### src/hw/cache_pkg.sv
package cache_pkg;

	localparam int LINE_WORDS = 4;
	localparam int NUM_LINES = 256;

	typedef logic [15:0] addr_t;
	typedef logic [15:0] word_t;
	typedef logic [4:0] tag_t;
	typedef logic [7:0] index_t;
	typedef logic [2:0] offset_t;

	// Write-back and fill states must stay consecutive
	typedef enum logic [3:0] {
		idle,
		cmp_rd,
		cmp_wr,
		hit_done,
		wb_0, wb_1, wb_2, wb_3,
		fill_0, fill_1, fill_2, fill_3, fill_4, fill_5,
		recmp_rd,
		recmp_wr
	} ctrl_state_t;

endpackage

### src/hw/cache_array_if.sv
`timescale 1ns/1ps

interface cache_array_if;
	import cache_pkg::*;

	// Controller side
	logic enable;
	logic cmp;
	logic wr;
	logic valid_in;
	index_t index;
	offset_t offset;
	tag_t tag;
	word_t data_in;

	// Store side
	logic hit;
	logic valid;
	logic dirty;
	tag_t tag_out;
	word_t data_out;

	modport ctrl (
		output enable, cmp, wr, valid_in, index, offset, tag, data_in,
		input hit, valid, dirty, tag_out, data_out
	);

	modport store (
		input enable, cmp, wr, valid_in, index, offset, tag, data_in,
		output hit, valid, dirty, tag_out, data_out
	);

endinterface

### src/hw/cache_ctrl.sv
`timescale 1ns/1ps

module cache_ctrl #(
	parameter int MEM_LATENCY = 2
) (
	input logic clk,
	input logic rst,
	input cache_pkg::addr_t addr,
	input cache_pkg::word_t data_in,
	input logic rd,
	input logic wr,
	output logic done,
	output logic cache_hit,
	output logic stall,
	cache_array_if.ctrl arr,
	output cache_pkg::addr_t mem_addr,
	output cache_pkg::word_t mem_wdata,
	output logic mem_wr,
	output logic mem_rd,
	input cache_pkg::word_t mem_rdata
);
	import cache_pkg::*;

	ctrl_state_t state;
	ctrl_state_t next_state;
	tag_t req_tag;
	index_t req_index;
	logic [3:0] wb_step;
	logic [3:0] fill_step;
	logic [3:0] fill_wr_step;
	logic line_hit;
	logic victim_dirty;

	assign req_tag = addr[15:11];
	assign req_index = addr[10:3];

	// Word position within the write-back and fill sequences
	assign wb_step = 4'(state) - 4'(wb_0);
	assign fill_step = 4'(state) - 4'(fill_0);
	assign fill_wr_step = fill_step - 4'(MEM_LATENCY);

	assign line_hit = arr.hit && arr.valid;
	assign victim_dirty = arr.valid && arr.dirty;

	always_ff @(posedge clk)
	begin
		if (rst)
			state <= idle;
		else
			state <= next_state;
	end

	always_comb
	begin
		next_state = state;
		arr.enable = 1'b0;
		arr.cmp = 1'b0;
		arr.wr = 1'b0;
		arr.valid_in = 1'b0;
		arr.index = req_index;
		arr.offset = addr[2:0];
		arr.tag = req_tag;
		arr.data_in = data_in;
		mem_addr = addr;
		mem_wdata = arr.data_out;
		mem_wr = 1'b0;
		mem_rd = 1'b0;
		done = 1'b0;
		cache_hit = 1'b0;
		stall = 1'b1;

		case (state)
			idle:
			begin
				stall = 1'b0;
				if (rd)
					next_state = cmp_rd;
				else if (wr)
					next_state = cmp_wr;
			end
			cmp_rd, cmp_wr:
			begin
				arr.enable = 1'b1;
				arr.cmp = 1'b1;
				arr.wr = (state == cmp_wr) && line_hit;
				if (line_hit)
					next_state = hit_done;
				else if (victim_dirty)
					next_state = wb_0;
				else
					next_state = fill_0;
			end
			hit_done:
			begin
				arr.enable = 1'b1;
				arr.cmp = 1'b1;
				done = 1'b1;
				cache_hit = 1'b1;
				next_state = idle;
			end
			wb_0, wb_1, wb_2, wb_3:
			begin
				// Stream victim line out at its own address
				arr.enable = 1'b1;
				arr.offset = {wb_step[1:0], 1'b0};
				mem_addr = {arr.tag_out, req_index, wb_step[1:0], 1'b0};
				mem_wr = 1'b1;
				if (state == wb_3)
					next_state = fill_0;
				else
					next_state = ctrl_state_t'(state + 4'd1);
			end
			fill_0, fill_1, fill_2, fill_3, fill_4, fill_5:
			begin
				arr.enable = 1'b1;
				if (fill_step < 4'(LINE_WORDS))
				begin
					mem_rd = 1'b1;
					mem_addr = {addr[15:3], fill_step[1:0], 1'b0};
				end
				// Returning word lands MEM_LATENCY states after its read
				if (fill_step >= 4'(MEM_LATENCY) && fill_wr_step < 4'(LINE_WORDS))
				begin
					arr.wr = 1'b1;
					arr.valid_in = 1'b1;
					arr.offset = {fill_wr_step[1:0], 1'b0};
					arr.data_in = mem_rdata;
				end
				if (state == fill_5)
					next_state = wr ? recmp_wr : recmp_rd;
				else
					next_state = ctrl_state_t'(state + 4'd1);
			end
			recmp_rd, recmp_wr:
			begin
				arr.enable = 1'b1;
				arr.cmp = 1'b1;
				arr.wr = (state == recmp_wr) && line_hit;
				done = 1'b1;
				next_state = idle;
			end
		endcase
	end

endmodule

### src/flat_wrapper.sv
// flat-port wrapper written by rule: the top's interface ports become plain ports
module cache_ctrl_flat import cache_pkg::*;
#(
	parameter int MEM_LATENCY = 2
)
  (clk, rst, addr, data_in, rd, wr, done, cache_hit, stall, mem_addr, mem_wdata, mem_wr, mem_rd, mem_rdata, arr_enable, arr_cmp, arr_wr, arr_valid_in, arr_index, arr_offset, arr_tag, arr_data_in, arr_hit, arr_valid, arr_dirty, arr_tag_out, arr_data_out);
  cache_array_if arr_i ();
  input logic clk;
  input logic rst;
  input cache_pkg::addr_t addr;
  input cache_pkg::word_t data_in;
  input logic rd;
  input logic wr;
  output logic done;
  output logic cache_hit;
  output logic stall;
  output cache_pkg::addr_t mem_addr;
  output cache_pkg::word_t mem_wdata;
  output logic mem_wr;
  output logic mem_rd;
  input cache_pkg::word_t mem_rdata;
  output wire logic [$bits(arr_i.enable)-1:0] arr_enable;
  output wire logic [$bits(arr_i.cmp)-1:0] arr_cmp;
  output wire logic [$bits(arr_i.wr)-1:0] arr_wr;
  output wire logic [$bits(arr_i.valid_in)-1:0] arr_valid_in;
  output wire logic [$bits(arr_i.index)-1:0] arr_index;
  output wire logic [$bits(arr_i.offset)-1:0] arr_offset;
  output wire logic [$bits(arr_i.tag)-1:0] arr_tag;
  output wire logic [$bits(arr_i.data_in)-1:0] arr_data_in;
  input wire logic [$bits(arr_i.hit)-1:0] arr_hit;
  input wire logic [$bits(arr_i.valid)-1:0] arr_valid;
  input wire logic [$bits(arr_i.dirty)-1:0] arr_dirty;
  input wire logic [$bits(arr_i.tag_out)-1:0] arr_tag_out;
  input wire logic [$bits(arr_i.data_out)-1:0] arr_data_out;
  assign arr_enable = arr_i.enable;
  assign arr_cmp = arr_i.cmp;
  assign arr_wr = arr_i.wr;
  assign arr_valid_in = arr_i.valid_in;
  assign arr_index = arr_i.index;
  assign arr_offset = arr_i.offset;
  assign arr_tag = arr_i.tag;
  assign arr_data_in = arr_i.data_in;
  assign arr_i.hit = arr_hit;
  assign arr_i.valid = arr_valid;
  assign arr_i.dirty = arr_dirty;
  assign arr_i.tag_out = arr_tag_out;
  assign arr_i.data_out = arr_data_out;
  cache_ctrl #(.MEM_LATENCY(MEM_LATENCY)) u_core (.clk(clk), .rst(rst), .addr(addr), .data_in(data_in), .rd(rd), .wr(wr), .done(done), .cache_hit(cache_hit), .stall(stall), .arr(arr_i), .mem_addr(mem_addr), .mem_wdata(mem_wdata), .mem_wr(mem_wr), .mem_rd(mem_rd), .mem_rdata(mem_rdata));
endmodule
### config.mk
export PLATFORM = sky130hd
export DESIGN_NAME = cache_ctrl_flat
export DESIGN_NICKNAME = d
export VERILOG_FILES = /design/src/hw/cache_pkg.sv /design/src/hw/cache_array_if.sv /design/src/hw/cache_ctrl.sv /design/src/flat_wrapper.sv
export SDC_FILE = /design/constraint.sdc
export NUM_CORES = 1
export LEC_CHECK = 0
export BUFFER_PORTS_ARGS = -buffer_cell sky130_fd_sc_hd__buf_2
export CAP_MARGIN = 10
export CORE_ASPECT_RATIO = 1.4
export CORE_MARGIN = 2
export CORE_UTILIZATION = 31
export CTS_CLUSTER_SIZE = 12
export DETAILED_ROUTE_END_ITERATION = 7
export PLACE_DENSITY = 0.86
export SETUP_SLACK_MARGIN = 0.05
export SLEW_MARGIN = 20
export SYNTH_ARGS = -nofsm -noshare
export SYNTH_HDL_FRONTEND = slang
export SYNTH_SLANG_ARGS = --single-unit
### constraint.sdc
create_clock -name clk -period 2 [get_ports clk]
set_input_delay 0.1 -clock clk [delete_from_list [all_inputs] [get_ports clk]]
set_output_delay 0.1 -clock clk [all_outputs]
set_load 0.01 [all_outputs]
==> results of run 1 <==
[Yosys cell counts, types with 2 or more instances]
| master | instances | area (sq um) |
|---|---|---|
| ha_1 | 9 | 113 |
| mux2_4 | 9 | 135 |
| o21ai_0 | 5 | 25.0 |
| mux2_2 | 12 | 135 |
| dfxtp_1 | 4 | 80.1 |
| xor2_1 | 3 | 26.3 |
| inv_1 | 4 | 15.0 |
| o21ai_1 | 2 | 10.0 |
| nand2b_1 | 3 | 18.8 |
| a31oi_1 | 2 | 12.5 |
| and2_1 | 2 | 12.5 |
| nor3_1 | 2 | 10.0 |
| nor2_1 | 6 | 22.5 |
| nor3b_1 | 2 | 15.0 |
| buf_4 | 38 | 285 |
| nor2b_1 | 2 | 12.5 |
| a21oi_1 | 4 | 20.0 |
| nand2_1 | 8 | 30.0 |
| o211ai_1 | 2 | 15.0 |
| a41oi_1 | 2 | 17.5 |
[worst min path at each step]
stage	endpoint	slack, ns	start	cells past startpoint
2_1_floorplan	u_core.state[0]	0.23	rst	2
5_1_grt	u_core.state[0]	0.18	rst	3
3_3_place_gp	mem_wdata[0]	0.20	arr_data_out[0]	0
6_report	u_core.state[0]	0.16	rst	3
3_5_place_dp	mem_wdata[0]	0.20	arr_data_out[0]	0
4_1_cts	u_core.state[0]	0.15	rst	3
[where the power goes]
| group | internal, W | switching [W] |
|---|---|---|
| clock network | 0.000130 | 0.0000579 |
| logic | 0.000632 | 0.000550 |
| registers | 0.000105 | 0.0000383 |
| total | 0.000867 | 0.000647 |
[area by class of cell]
| type | count | area share (%) |
|---|---|---|
| multi-input combinational | 94 | 45.2 |
| sequential | 4 | 4.17 |
| tap | 43 | 2.53 |
| inverter | 6 | 1.41 |
| clock buffer | 3 | 1.94 |
| timing repair buffer | 125 | 44.7 |
[through the flow]
| stage | setup WS, ns | cells |
|---|---|---|
| 4_1_cts | -0.246 | 273 |
| 2_1_floorplan | 0.0139 | 145 |
| 3_3_place_gp | 0.0173 | 260 |
| 3_5_place_dp | -0.0822 | 260 |
| 5_1_grt | -0.262 | 275 |
| 6_report | -0.208 | 275 |
[worst max-delay path: stages (launching register included)]
cell      delay (ns)
dfxtp_4         0.37
ha_4            0.16
nor2b_4         0.11
o311a_4         0.31
o211ai_4        0.21
buf_6           0.15
buf_16          0.13
mux2_4          0.31
buf_6           0.12
[per-layer routing]
metal,global-route usage [%],vias to the layer above
met4,9.77,0
met1,19.5,620
met3,2.92,15
li1,-,645
met5,0,-
met2,36.7,63
[repair_timing]
item	in CTS	in global routing
pin swaps	8	7
setup buffers	9	3
resized for setup	51	16
hold buffers	0	0
gates cloned	1	1
endpoints found under the setup margin	32	35
[cell families after synthesis]
group / synth area share [%]
adder cells (fa/ha/maj): 8.95
buffers and inverters: 27.5
XOR/XNOR: 2.09
flip-flops: 6.36
AND/OR/NAND/NOR: 15.9
AO/OA/AOI/OAI: 16.8
multiplexers: 22.4
==> summary.txt, run 1 <==
Die
  – Starting Density: 32.1%
  – IO Pins: 149
  – Die height: 79.4 microns
  – Core footprint: 3920 sq um
  – Die width: 57.9 microns
  – Die area: 4590 sq um
  – Site row count: 27

Placement
  – PortBufs: 92
  – Post-DP HPWL: 3.45 mm
  – RePlAce Congestion: 0.872
  – Placed inst area: 1670 sq um

Drt
  – Avg WL per Cell: 16.7 microns
  – Met2 routed WL: 2.62 mm
  – Initial DRT Pass Iterations: 4
  – Post-Route M1 WL: 1.52 mm
  – Highest routed layer: met4
  – Vias/cell: 4.88
  – Routed met3 length: 318 microns
  – Initial DRC Count: 47
  – Vias: 1343
  – Final WL: 4.59 mm
  – Remaining DRCs: 0
  – Antenna-violating nets left: 0

Run
  – MaxCap Viol Count: 0

Yosys
  – Number of flops mapped to enable cells by yosys: 0
  – FF+latch count, synth: 4
  – Asr flop ratio synth: 0%
  – Most used DFF post-synth: dfxtp_1
  – Mapped cell area: 1260 sq um
  – Cell count after synthesis: 145
  – Distinct cells, synth: 44
  – Syn_nets: 230
  – Register area share after synthesis: 6.36%
  – Yosys warning total: 0
  – Syn Area/Cell: 8.68 sq um

Clock tree
  – Clk_lat worst skew: 0.23 ns
  – Reg clk slew, reported paths: 0.04 ns
  – Num CTS Buffers: 3
  – Root Buffer: clkbuf_8
  – H-tree Lvls: 1
  – TritonCTS clock tree: built
  – CTS Buffer Depth: 2
  – Sink Count: 4

Finish
  – Design area: 2130 sq um
  – Sequential cell area: 88.8 sq um
  – Max reg flops: 4
  – Area Growth Syn to Fin: 69.2%
  – Final nets: 319
  – Antenna fix cells: 0
  – Multi-input gate area: 963 sq um
  – Commonest non-fill, non-tap cell in the layout: buf_2
  – Final Core Density: 54.3%
  – Layout cell share with drive strength beyond 1: 77.6%
  – Most frequent cells in the layout: buf_2 (71), buf_6 (31), buf_4 (18), mux2_4 (17), nand2_1 (7)
  – Top reg by flops: u_core.state
  – Top flop regs: u_core.state: 4 flops
  – Fillers: 373

Timing
  – Rel. slew slack: 65.4%
  – Hold slack: 0.155 ns
  – Fmax: 0.453 GHz
  – Slew Limit Fails: 0
  – Period utilization: 110%
  – Final WS setup: -0.208 ns
  – RSZ-0062 raised after global routing: yes
  – Final setup viols: 26
  – Slew @ Worst Pin: 0.515 ns
  – Final Hold Vio Count: 0
  – Setup Total Neg Slack: -4.03 ns
  – Post-layout min period: 2.21 ns
  – Clock Skew: 0.00489 ns

Setup path
  – Reg2reg end: u_core.state[1]
  – Reg2reg start: u_core.state[0]
  – Startpoint Class: flip-flop
  – R2r worst-path depth: 11
  – WP data required: 1.90 ns
  – Reg2reg setup slack: -0.03 ns
  – Worst Setup EP: arr_data_in[12]
  – CP max FO: 9
  – Crit. End Element: output pin
  – Worst Setup SP: u_core.state[1]
  – WP data arrival: 2.11 ns
  – Kind of critical path: reg2out

Power
  – Worst VDD drop: 1.00 mV
  – Lkg Pwr: 1.13 nW
  – Pwr/cell area: 711 nW/um^2
  – Total power: 0.00151 W

Run status
  – Failing checks: setup timing
  – Status: finished with violations

Global route
  – Pin count of the biggest net entering global routing: 10
  – Global-route wire length before repair: 6.74 mm
  – Grt total ovfl: 0
  – All-Layer GR Usage: 19.2%
  – Vias in the first global route: 1337
  – Antenna violations before repair: 0

Hold path
  – Hold crit path type: in2reg
No activity file was read; power rests on OpenSTA's default activity.
==> run 2, diff against run 1 <==
- SETUP_SLACK_MARGIN: 0.05 -> 0.02
==> summary.txt, run 2 (same netlist as run 1, synthesis figures left out) <==
Finish
  – Top reg by flops: u_core.state (unchanged)
  – Most frequent cells in the layout: buf_2 (71), buf_6 (31), buf_4 (20), mux2_4 (17), nand2_1 (8) (was buf_2 (71), buf_6 (31), buf_4 (18), mux2_4 (17), nand2_1 (7))
  – Fillers: 371 (was 373)
  – Top flop regs: u_core.state: 4 flops (unchanged)
  – Antenna fix cells: 0 (unchanged)
  – Final Core Density: 54.5% (was 54.3%)
  – Final nets: 320 (was 319)
  – Area Growth Syn to Fin: 69.8% (was 69.2%)
  – Max reg flops: 4 (unchanged)
  – Layout cell share with drive strength beyond 1: 78.1% (was 77.6%)
  – Commonest non-fill, non-tap cell in the layout: buf_2 (unchanged)

Placement
  – Post-DP HPWL: 3.45 mm (unchanged)
  – RePlAce Congestion: 0.872 (unchanged)
  – Pre-CTS setup slack: -0.0822 ns (unchanged)
  – PortBufs: 92 (unchanged)

Die
  – Site row count: 27 (unchanged)
  – Starting Density: 32.1% (unchanged)
  – Die width: 57.9 microns (unchanged)
  – Core footprint: 3920 sq um (unchanged)
  – Die area: 4590 sq um (unchanged)
  – Die height: 79.4 microns (unchanged)
  – IO Pins: 149 (unchanged)

Setup path
  – R2r worst-path depth: 9 (was 11)
  – CP max FO: 4 (was 9)
  – WP data arrival: 2.11 ns (about the same)
  – Startpoint Class: flip-flop (unchanged)
  – Sequence of cells on the critical path: inv_6, ha_4, nor2b_4, o311a_4, o211ai_4, buf_12, clkbuf_16, mux2_4, buf_6 (was ha_4, nor2b_4, o311a_4, o211ai_4, buf_6, buf_16, mux2_4, buf_6)
  – CP delay by family, top: compound AO/OA/AOI/OAI gates (unchanged)
  – Critical Path Max Stage Delay: 0.36 ns (was 0.37 ns)
  – Reg2reg start: u_core.state[1] (was u_core.state[0])
  – Slowest CP cell: dfxtp_4 (unchanged)
  – WP data required: 1.90 ns (about the same)
  – Reg2reg setup slack: -0.06 ns (was -0.03 ns)
  – Worst Setup SP: u_core.state[2] (was u_core.state[1])
  – Reg2reg end: u_core.state[1] (unchanged)
  – WP buf/inv: 4 (was 3)
  – Kind of critical path: reg2out (unchanged)
  – Crit. End Element: output pin (unchanged)

Clock tree
  – Reg clk slew, reported paths: 0.03 ns (was 0.04 ns)
  – TritonCTS clock tree: built (unchanged)
  – Sink Count: 4 (unchanged)
  – Num CTS Buffers: 3 (unchanged)
  – Hold-fix buffer count after cts: 0 (unchanged)
  – H-tree Lvls: 1 (unchanged)
  – Clk_lat worst skew: 0.23 ns (about the same)
  – CTS Buffer Depth: 2 (unchanged)
  – Root Buffer: clkbuf_8 (unchanged)

Run
  – MaxCap Viol Count: 0 (unchanged)

Global route
  – Antenna violations before repair: 0 (unchanged)
  – Vias in the first global route: 1339 (was 1337)
  – Pin count of the biggest net entering global routing: 10 (unchanged)
  – Grt total ovfl: 0 (unchanged)
  – All-Layer GR Usage: 19.2% (unchanged)
  – Global-route wire length before repair: 6.74 mm (unchanged)

Drt
  – Remaining DRCs: 0 (unchanged)
  – Vias: 1354 (was 1343)
  – Antenna-violating nets left: 0 (unchanged)
  – Initial DRC Count: 41 (was 47)
  – Final WL: 4.62 mm (was 4.59 mm)
  – Avg WL per Cell: 16.8 microns (was 16.7 microns)
  – Initial DRT Pass Iterations: 4 (unchanged)
  – Vias/cell: 4.91 (was 4.88)

Timing
  – Slew @ Worst Pin: 0.573 ns (was 0.515 ns)
  – Final setup viols: 28 (was 26)
  – Final Hold Vio Count: 0 (unchanged)
  – Post-layout min period: 2.21 ns (about the same)
  – Final WS setup: -0.207 ns (was -0.208 ns)
  – Clock Skew: 0.00377 ns (was 0.00489 ns)
  – RSZ-0062 raised after global routing: yes (unchanged)
  – Fmax: 0.453 GHz (about the same)
  – Rel. slew slack: 61.5% (was 65.4%)
  – Hold slack: 0.149 ns (was 0.155 ns)
  – Period utilization: 110% (about the same)
  – Setup Total Neg Slack: -3.73 ns (was -4.03 ns)
  – Slew Limit Fails: 0 (unchanged)

Power
  – Worst VDD drop: 1.01 mV (was 1.00 mV)
  – Lkg Pwr: 1.13 nW (about the same)
  – Total power: 0.00157 W (was 0.00151 W)
  – Pwr/cell area: 733 nW/um^2 (was 711 nW/um^2)

Hold path
  – Hold endpoint: u_core.state[0] (unchanged)
  – Hold crit path type: in2reg (unchanged)
  – Hold path startpoint: rst (unchanged)
  – Hold Path Depth: 3 (unchanged)

Run status
  – Failing checks: setup timing (unchanged)
  – Status: finished with violations (unchanged)
[run 2: timing repair]
item                       CTS  global route
resized for setup           50            16
cloned                       1             1
hold endpoints to repair     0             0
pin swaps                    9             5
setup endpoints to repair   31            35
setup buffers                9             3
[run 2: metrics by stage]
stage | instances | cell area [sq um]
after floorplan | 145 | 1290
after global placement | 260 | 1670
after detailed placement | 260 | 1670
after CTS | 273 | 2040
after global routing | 276 | 2140
final | 276 | 2140
[run 2: worst max-delay path by stage]
stage / to / slack (ns) / cells after the start
after CTS: arr_data_in[0] / -0.25 / 9
final: arr_data_in[2] / -0.21 / 9
after global placement: arr_data_in[5] / 0.02 / 8
after floorplan: arr_data_in[10] / 0.01 / 8
after global routing: arr_data_in[2] / -0.26 / 9
after detailed placement: arr_data_in[2] / -0.08 / 8
[run 2: power breakdown]
part           internal [W]  switching [W]  leakage, nW  total [W]
sequential         0.000105      0.0000383       0.0345   0.000144
combinational      0.000659       0.000575         1.07    0.00123
clock              0.000130      0.0000596       0.0216   0.000189
[run 2: area by class of cell]
type	count	area, sq um	area share [%]
inverter	6	30.0	1.41
timing repair buffer	126	940	44.0
sequential	4	88.8	4.16
multi-input combinational	94	983	46.0
clock buffer	3	41.3	1.93
tap	43	53.8	2.52
[run 2: tightest hold or removal path: stages]
cell and delay, ns:
buf_2 0.11, a21o_1 0.08, a31oi_1 0.04
[run 2: metal layers]
metal  track usage (%)  up-vias  share of wire [%]
met1              19.5      624                 32
met2              36.7       66                 57
met5                 0        -                  0
met4              9.77        0                3.0
met3              2.92       16                7.1
li1                  -      648                  -
==> run 3, diff against run 2 <==
--- a/config.mk
+++ b/config.mk
@@ -7,5 +7,4 @@
 export LEC_CHECK = 0
 export BUFFER_PORTS_ARGS = -buffer_cell sky130_fd_sc_hd__buf_2
-export CAP_MARGIN = 10
 export CORE_ASPECT_RATIO = 1.4
 export CORE_MARGIN = 2
==> constraint.sdc (replaced) <==
create_clock -name clk -period 2 [get_ports clk]
set_input_delay 0.1 -clock clk [delete_from_list [all_inputs] [get_ports clk]]
set_output_delay 0.1 -clock clk [all_outputs]
set_load 0.1 [all_outputs]
==> summary.txt, run 3 (same netlist as run 1, synthesis figures left out) <==
Drt
  – Initial DRC Count: 58 (was 41)
  – Antenna-violating nets left: 0 (unchanged)
  – Remaining DRCs: 0 (unchanged)
  – Avg WL per Cell: 16.9 microns (was 16.8 microns)
  – Initial DRT Pass Iterations: 4 (unchanged)
  – Vias/cell: 5.02 (was 4.91)
  – Vias: 1440 (was 1354)
  – Final WL: 4.86 mm (was 4.62 mm)

Setup path
  – WP data required: 1.90 ns (about the same)
  – Crit. End Element: output pin (unchanged)
  – Reg2reg setup slack: -0.20 ns (was -0.06 ns)
  – WP data arrival: 2.14 ns (was 2.11 ns)
  – Startpoint Class: flip-flop (unchanged)
  – CP max FO: 8 (was 4)
  – Kind of critical path: reg2out (unchanged)

Timing
  – Slew Limit Fails: 0 (unchanged)
  – Period utilization: 112% (was 110%)
  – Slew @ Worst Pin: 0.559 ns (was 0.573 ns)
  – Clock Skew: 0.00328 ns (was 0.00377 ns)
  – Final Hold Vio Count: 0 (unchanged)
  – Final setup viols: 32 (was 28)
  – Rel. slew slack: 62.5% (was 61.5%)
  – Hold slack: 0.149 ns (about the same)
  – Fmax: 0.447 GHz (was 0.453 GHz)
  – Final WS setup: -0.236 ns (was -0.207 ns)
  – RSZ-0062 raised after global routing: yes (unchanged)
  – Post-layout min period: 2.24 ns (was 2.21 ns)

Clock tree
  – Sink Count: 4 (unchanged)
  – H-tree Lvls: 1 (unchanged)
  – Num CTS Buffers: 3 (unchanged)
  – Root Buffer: clkbuf_8 (unchanged)
  – Hold-fix buffer count after cts: 0 (unchanged)
  – Clk_lat worst skew: 0.22 ns (was 0.23 ns)
  – CTS Buffer Depth: 2 (unchanged)
  – Reg clk slew, reported paths: 0.03 ns (about the same)
  – TritonCTS clock tree: built (unchanged)

Die
  – IO Pins: 149 (unchanged)
  – Die width: 57.9 microns (unchanged)
  – Core footprint: 3920 sq um (unchanged)
  – Site row count: 27 (unchanged)
  – Die area: 4590 sq um (unchanged)
  – Die height: 79.4 microns (unchanged)
  – Starting Density: 32.1% (unchanged)

Placement
  – Pre-CTS setup slack: -0.0809 ns (was -0.0822 ns)
  – PortBufs: 92 (unchanged)
  – Post-DP HPWL: 3.43 mm (was 3.45 mm)
  – RePlAce Congestion: 0.846 (was 0.872)
  – Placed cells: 267 (was 260)

Finish
  – Max reg flops: 4 (unchanged)
  – Commonest non-fill, non-tap cell in the layout: buf_2 (unchanged)
  – Layout cell share with drive strength beyond 1: 84.8% (was 78.1%)
  – Most frequent cells in the layout: buf_2 (58), buf_12 (37), buf_4 (30), mux2_4 (17), buf_6 (11) (was buf_2 (71), buf_6 (31), buf_4 (20), mux2_4 (17), nand2_1 (8))
  – Antenna fix cells: 0 (unchanged)
  – Top flop regs: u_core.state: 4 flops (unchanged)
  – Top reg by flops: u_core.state (unchanged)
  – Final nets: 331 (was 320)
  – Post-Layout Cell Count: 287 (was 276)
  – Area Growth Syn to Fin: 119% (was 69.8%)

Power
  – Combinational share of power: 87.8% (was 78.8%)
  – Pwr/cell area: 1020 nW/um^2 (was 733 nW/um^2)
  – Lkg Pwr: 1.31 nW (was 1.13 nW)
  – Worst VDD drop: 1.97 mV (was 1.01 mV)
  – Sequential Power Share: 6.1% (was 9.2%)
  – Int Pwr: 0.00128 W (was 0.000894 W)
  – Psw: 0.00153 W (was 0.000673 W)
  – Total power: 0.00282 W (was 0.00157 W)
  – Switching portion of total power: 54.4% (was 42.9%)
  – Clock power share: 6.1% (was 12.1%)

Global route
  – All-Layer GR Usage: 21.1% (was 19.2%)
  – Pin count of the biggest net entering global routing: 11 (was 10)
  – Grt total ovfl: 0 (unchanged)
  – Vias in the first global route: 1551 (was 1339)
  – Antenna violations before repair: 0 (unchanged)
  – Global-route wire length before repair: 7.51 mm (was 6.74 mm)

Run status
  – Status: finished with violations (unchanged)
  – Failing checks: setup timing (unchanged)

Run
  – MaxCap Viol Count: 0 (unchanged)

Hold path
  – Hold crit path type: in2reg (unchanged)
-- run 3: critical path, cell delays in order (launching register included) --
cell and delay (ns):
dfxtp_4 0.37, ha_4 0.16, nor2b_4 0.11, o311a_4 0.31, o211ai_4 0.23, buf_6 0.19
mux2_2 0.37, buf_12 0.17
-- run 3: worst paths after layout --
| kind | start | depth (start not counted) | endpoint |
|---|---|---|---|
| setup / recovery | u_core.state[1] | 7 | arr_data_in[15] |
| hold / removal | rst | 3 | u_core.state[0] |
| setup reg to reg | u_core.state[1] | 11 | u_core.state[2] |
| hold reg to reg | u_core.state[1] | 3 | u_core.state[1] |
-- run 3: metal layers --
layer  up-vias  track usage [%]  wire length [microns]
met4         0             10.5                    211
met3        23             3.08                    343
met5         -                0                      0
met1       670             21.4                   1650
met2        73             40.3                   2650
li1        674                -                      -
-- run 3: cell type report --
class | instances | area (sq um)
flip-flops and latches | 4 | 88.8
fillers | 257 | 1160
inverters | 6 | 46.3
well taps | 43 | 53.8
repair buffers | 137 | 1400
clock buffers | 3 | 41.3
multi-input cells | 94 | 1130
-- run 3: repair_timing --
action,CTS,global route
pin swaps,15,4
buffers inserted,14,3
endpoints found under the setup margin,32,34
gates cloned,0,0
gates resized for setup,32,8
-- run 3: power groups by stage --
stage               sequential [W]  clock [W]  combinational [W]
global placement          0.000171          0            0.00208
floorplan                 0.000172          0            0.00168
detailed placement        0.000175          0            0.00211
finish                    0.000171   0.000172            0.00247
global route              0.000173   0.000180            0.00257
CTS                       0.000166   0.000177            0.00236
-- run 3: stage by stage --
stage          cell area (sq um)  setup TNS (ns)  util (%)
6_report                    2760           -5.63      70.3
5_1_grt                     2760           -7.69      70.3
4_1_cts                     2680           -5.14      68.3
3_5_place_dp                2370           -1.19      60.5
3_3_place_gp                2370          -0.885      60.5
2_1_floorplan               1490           -5.74         -
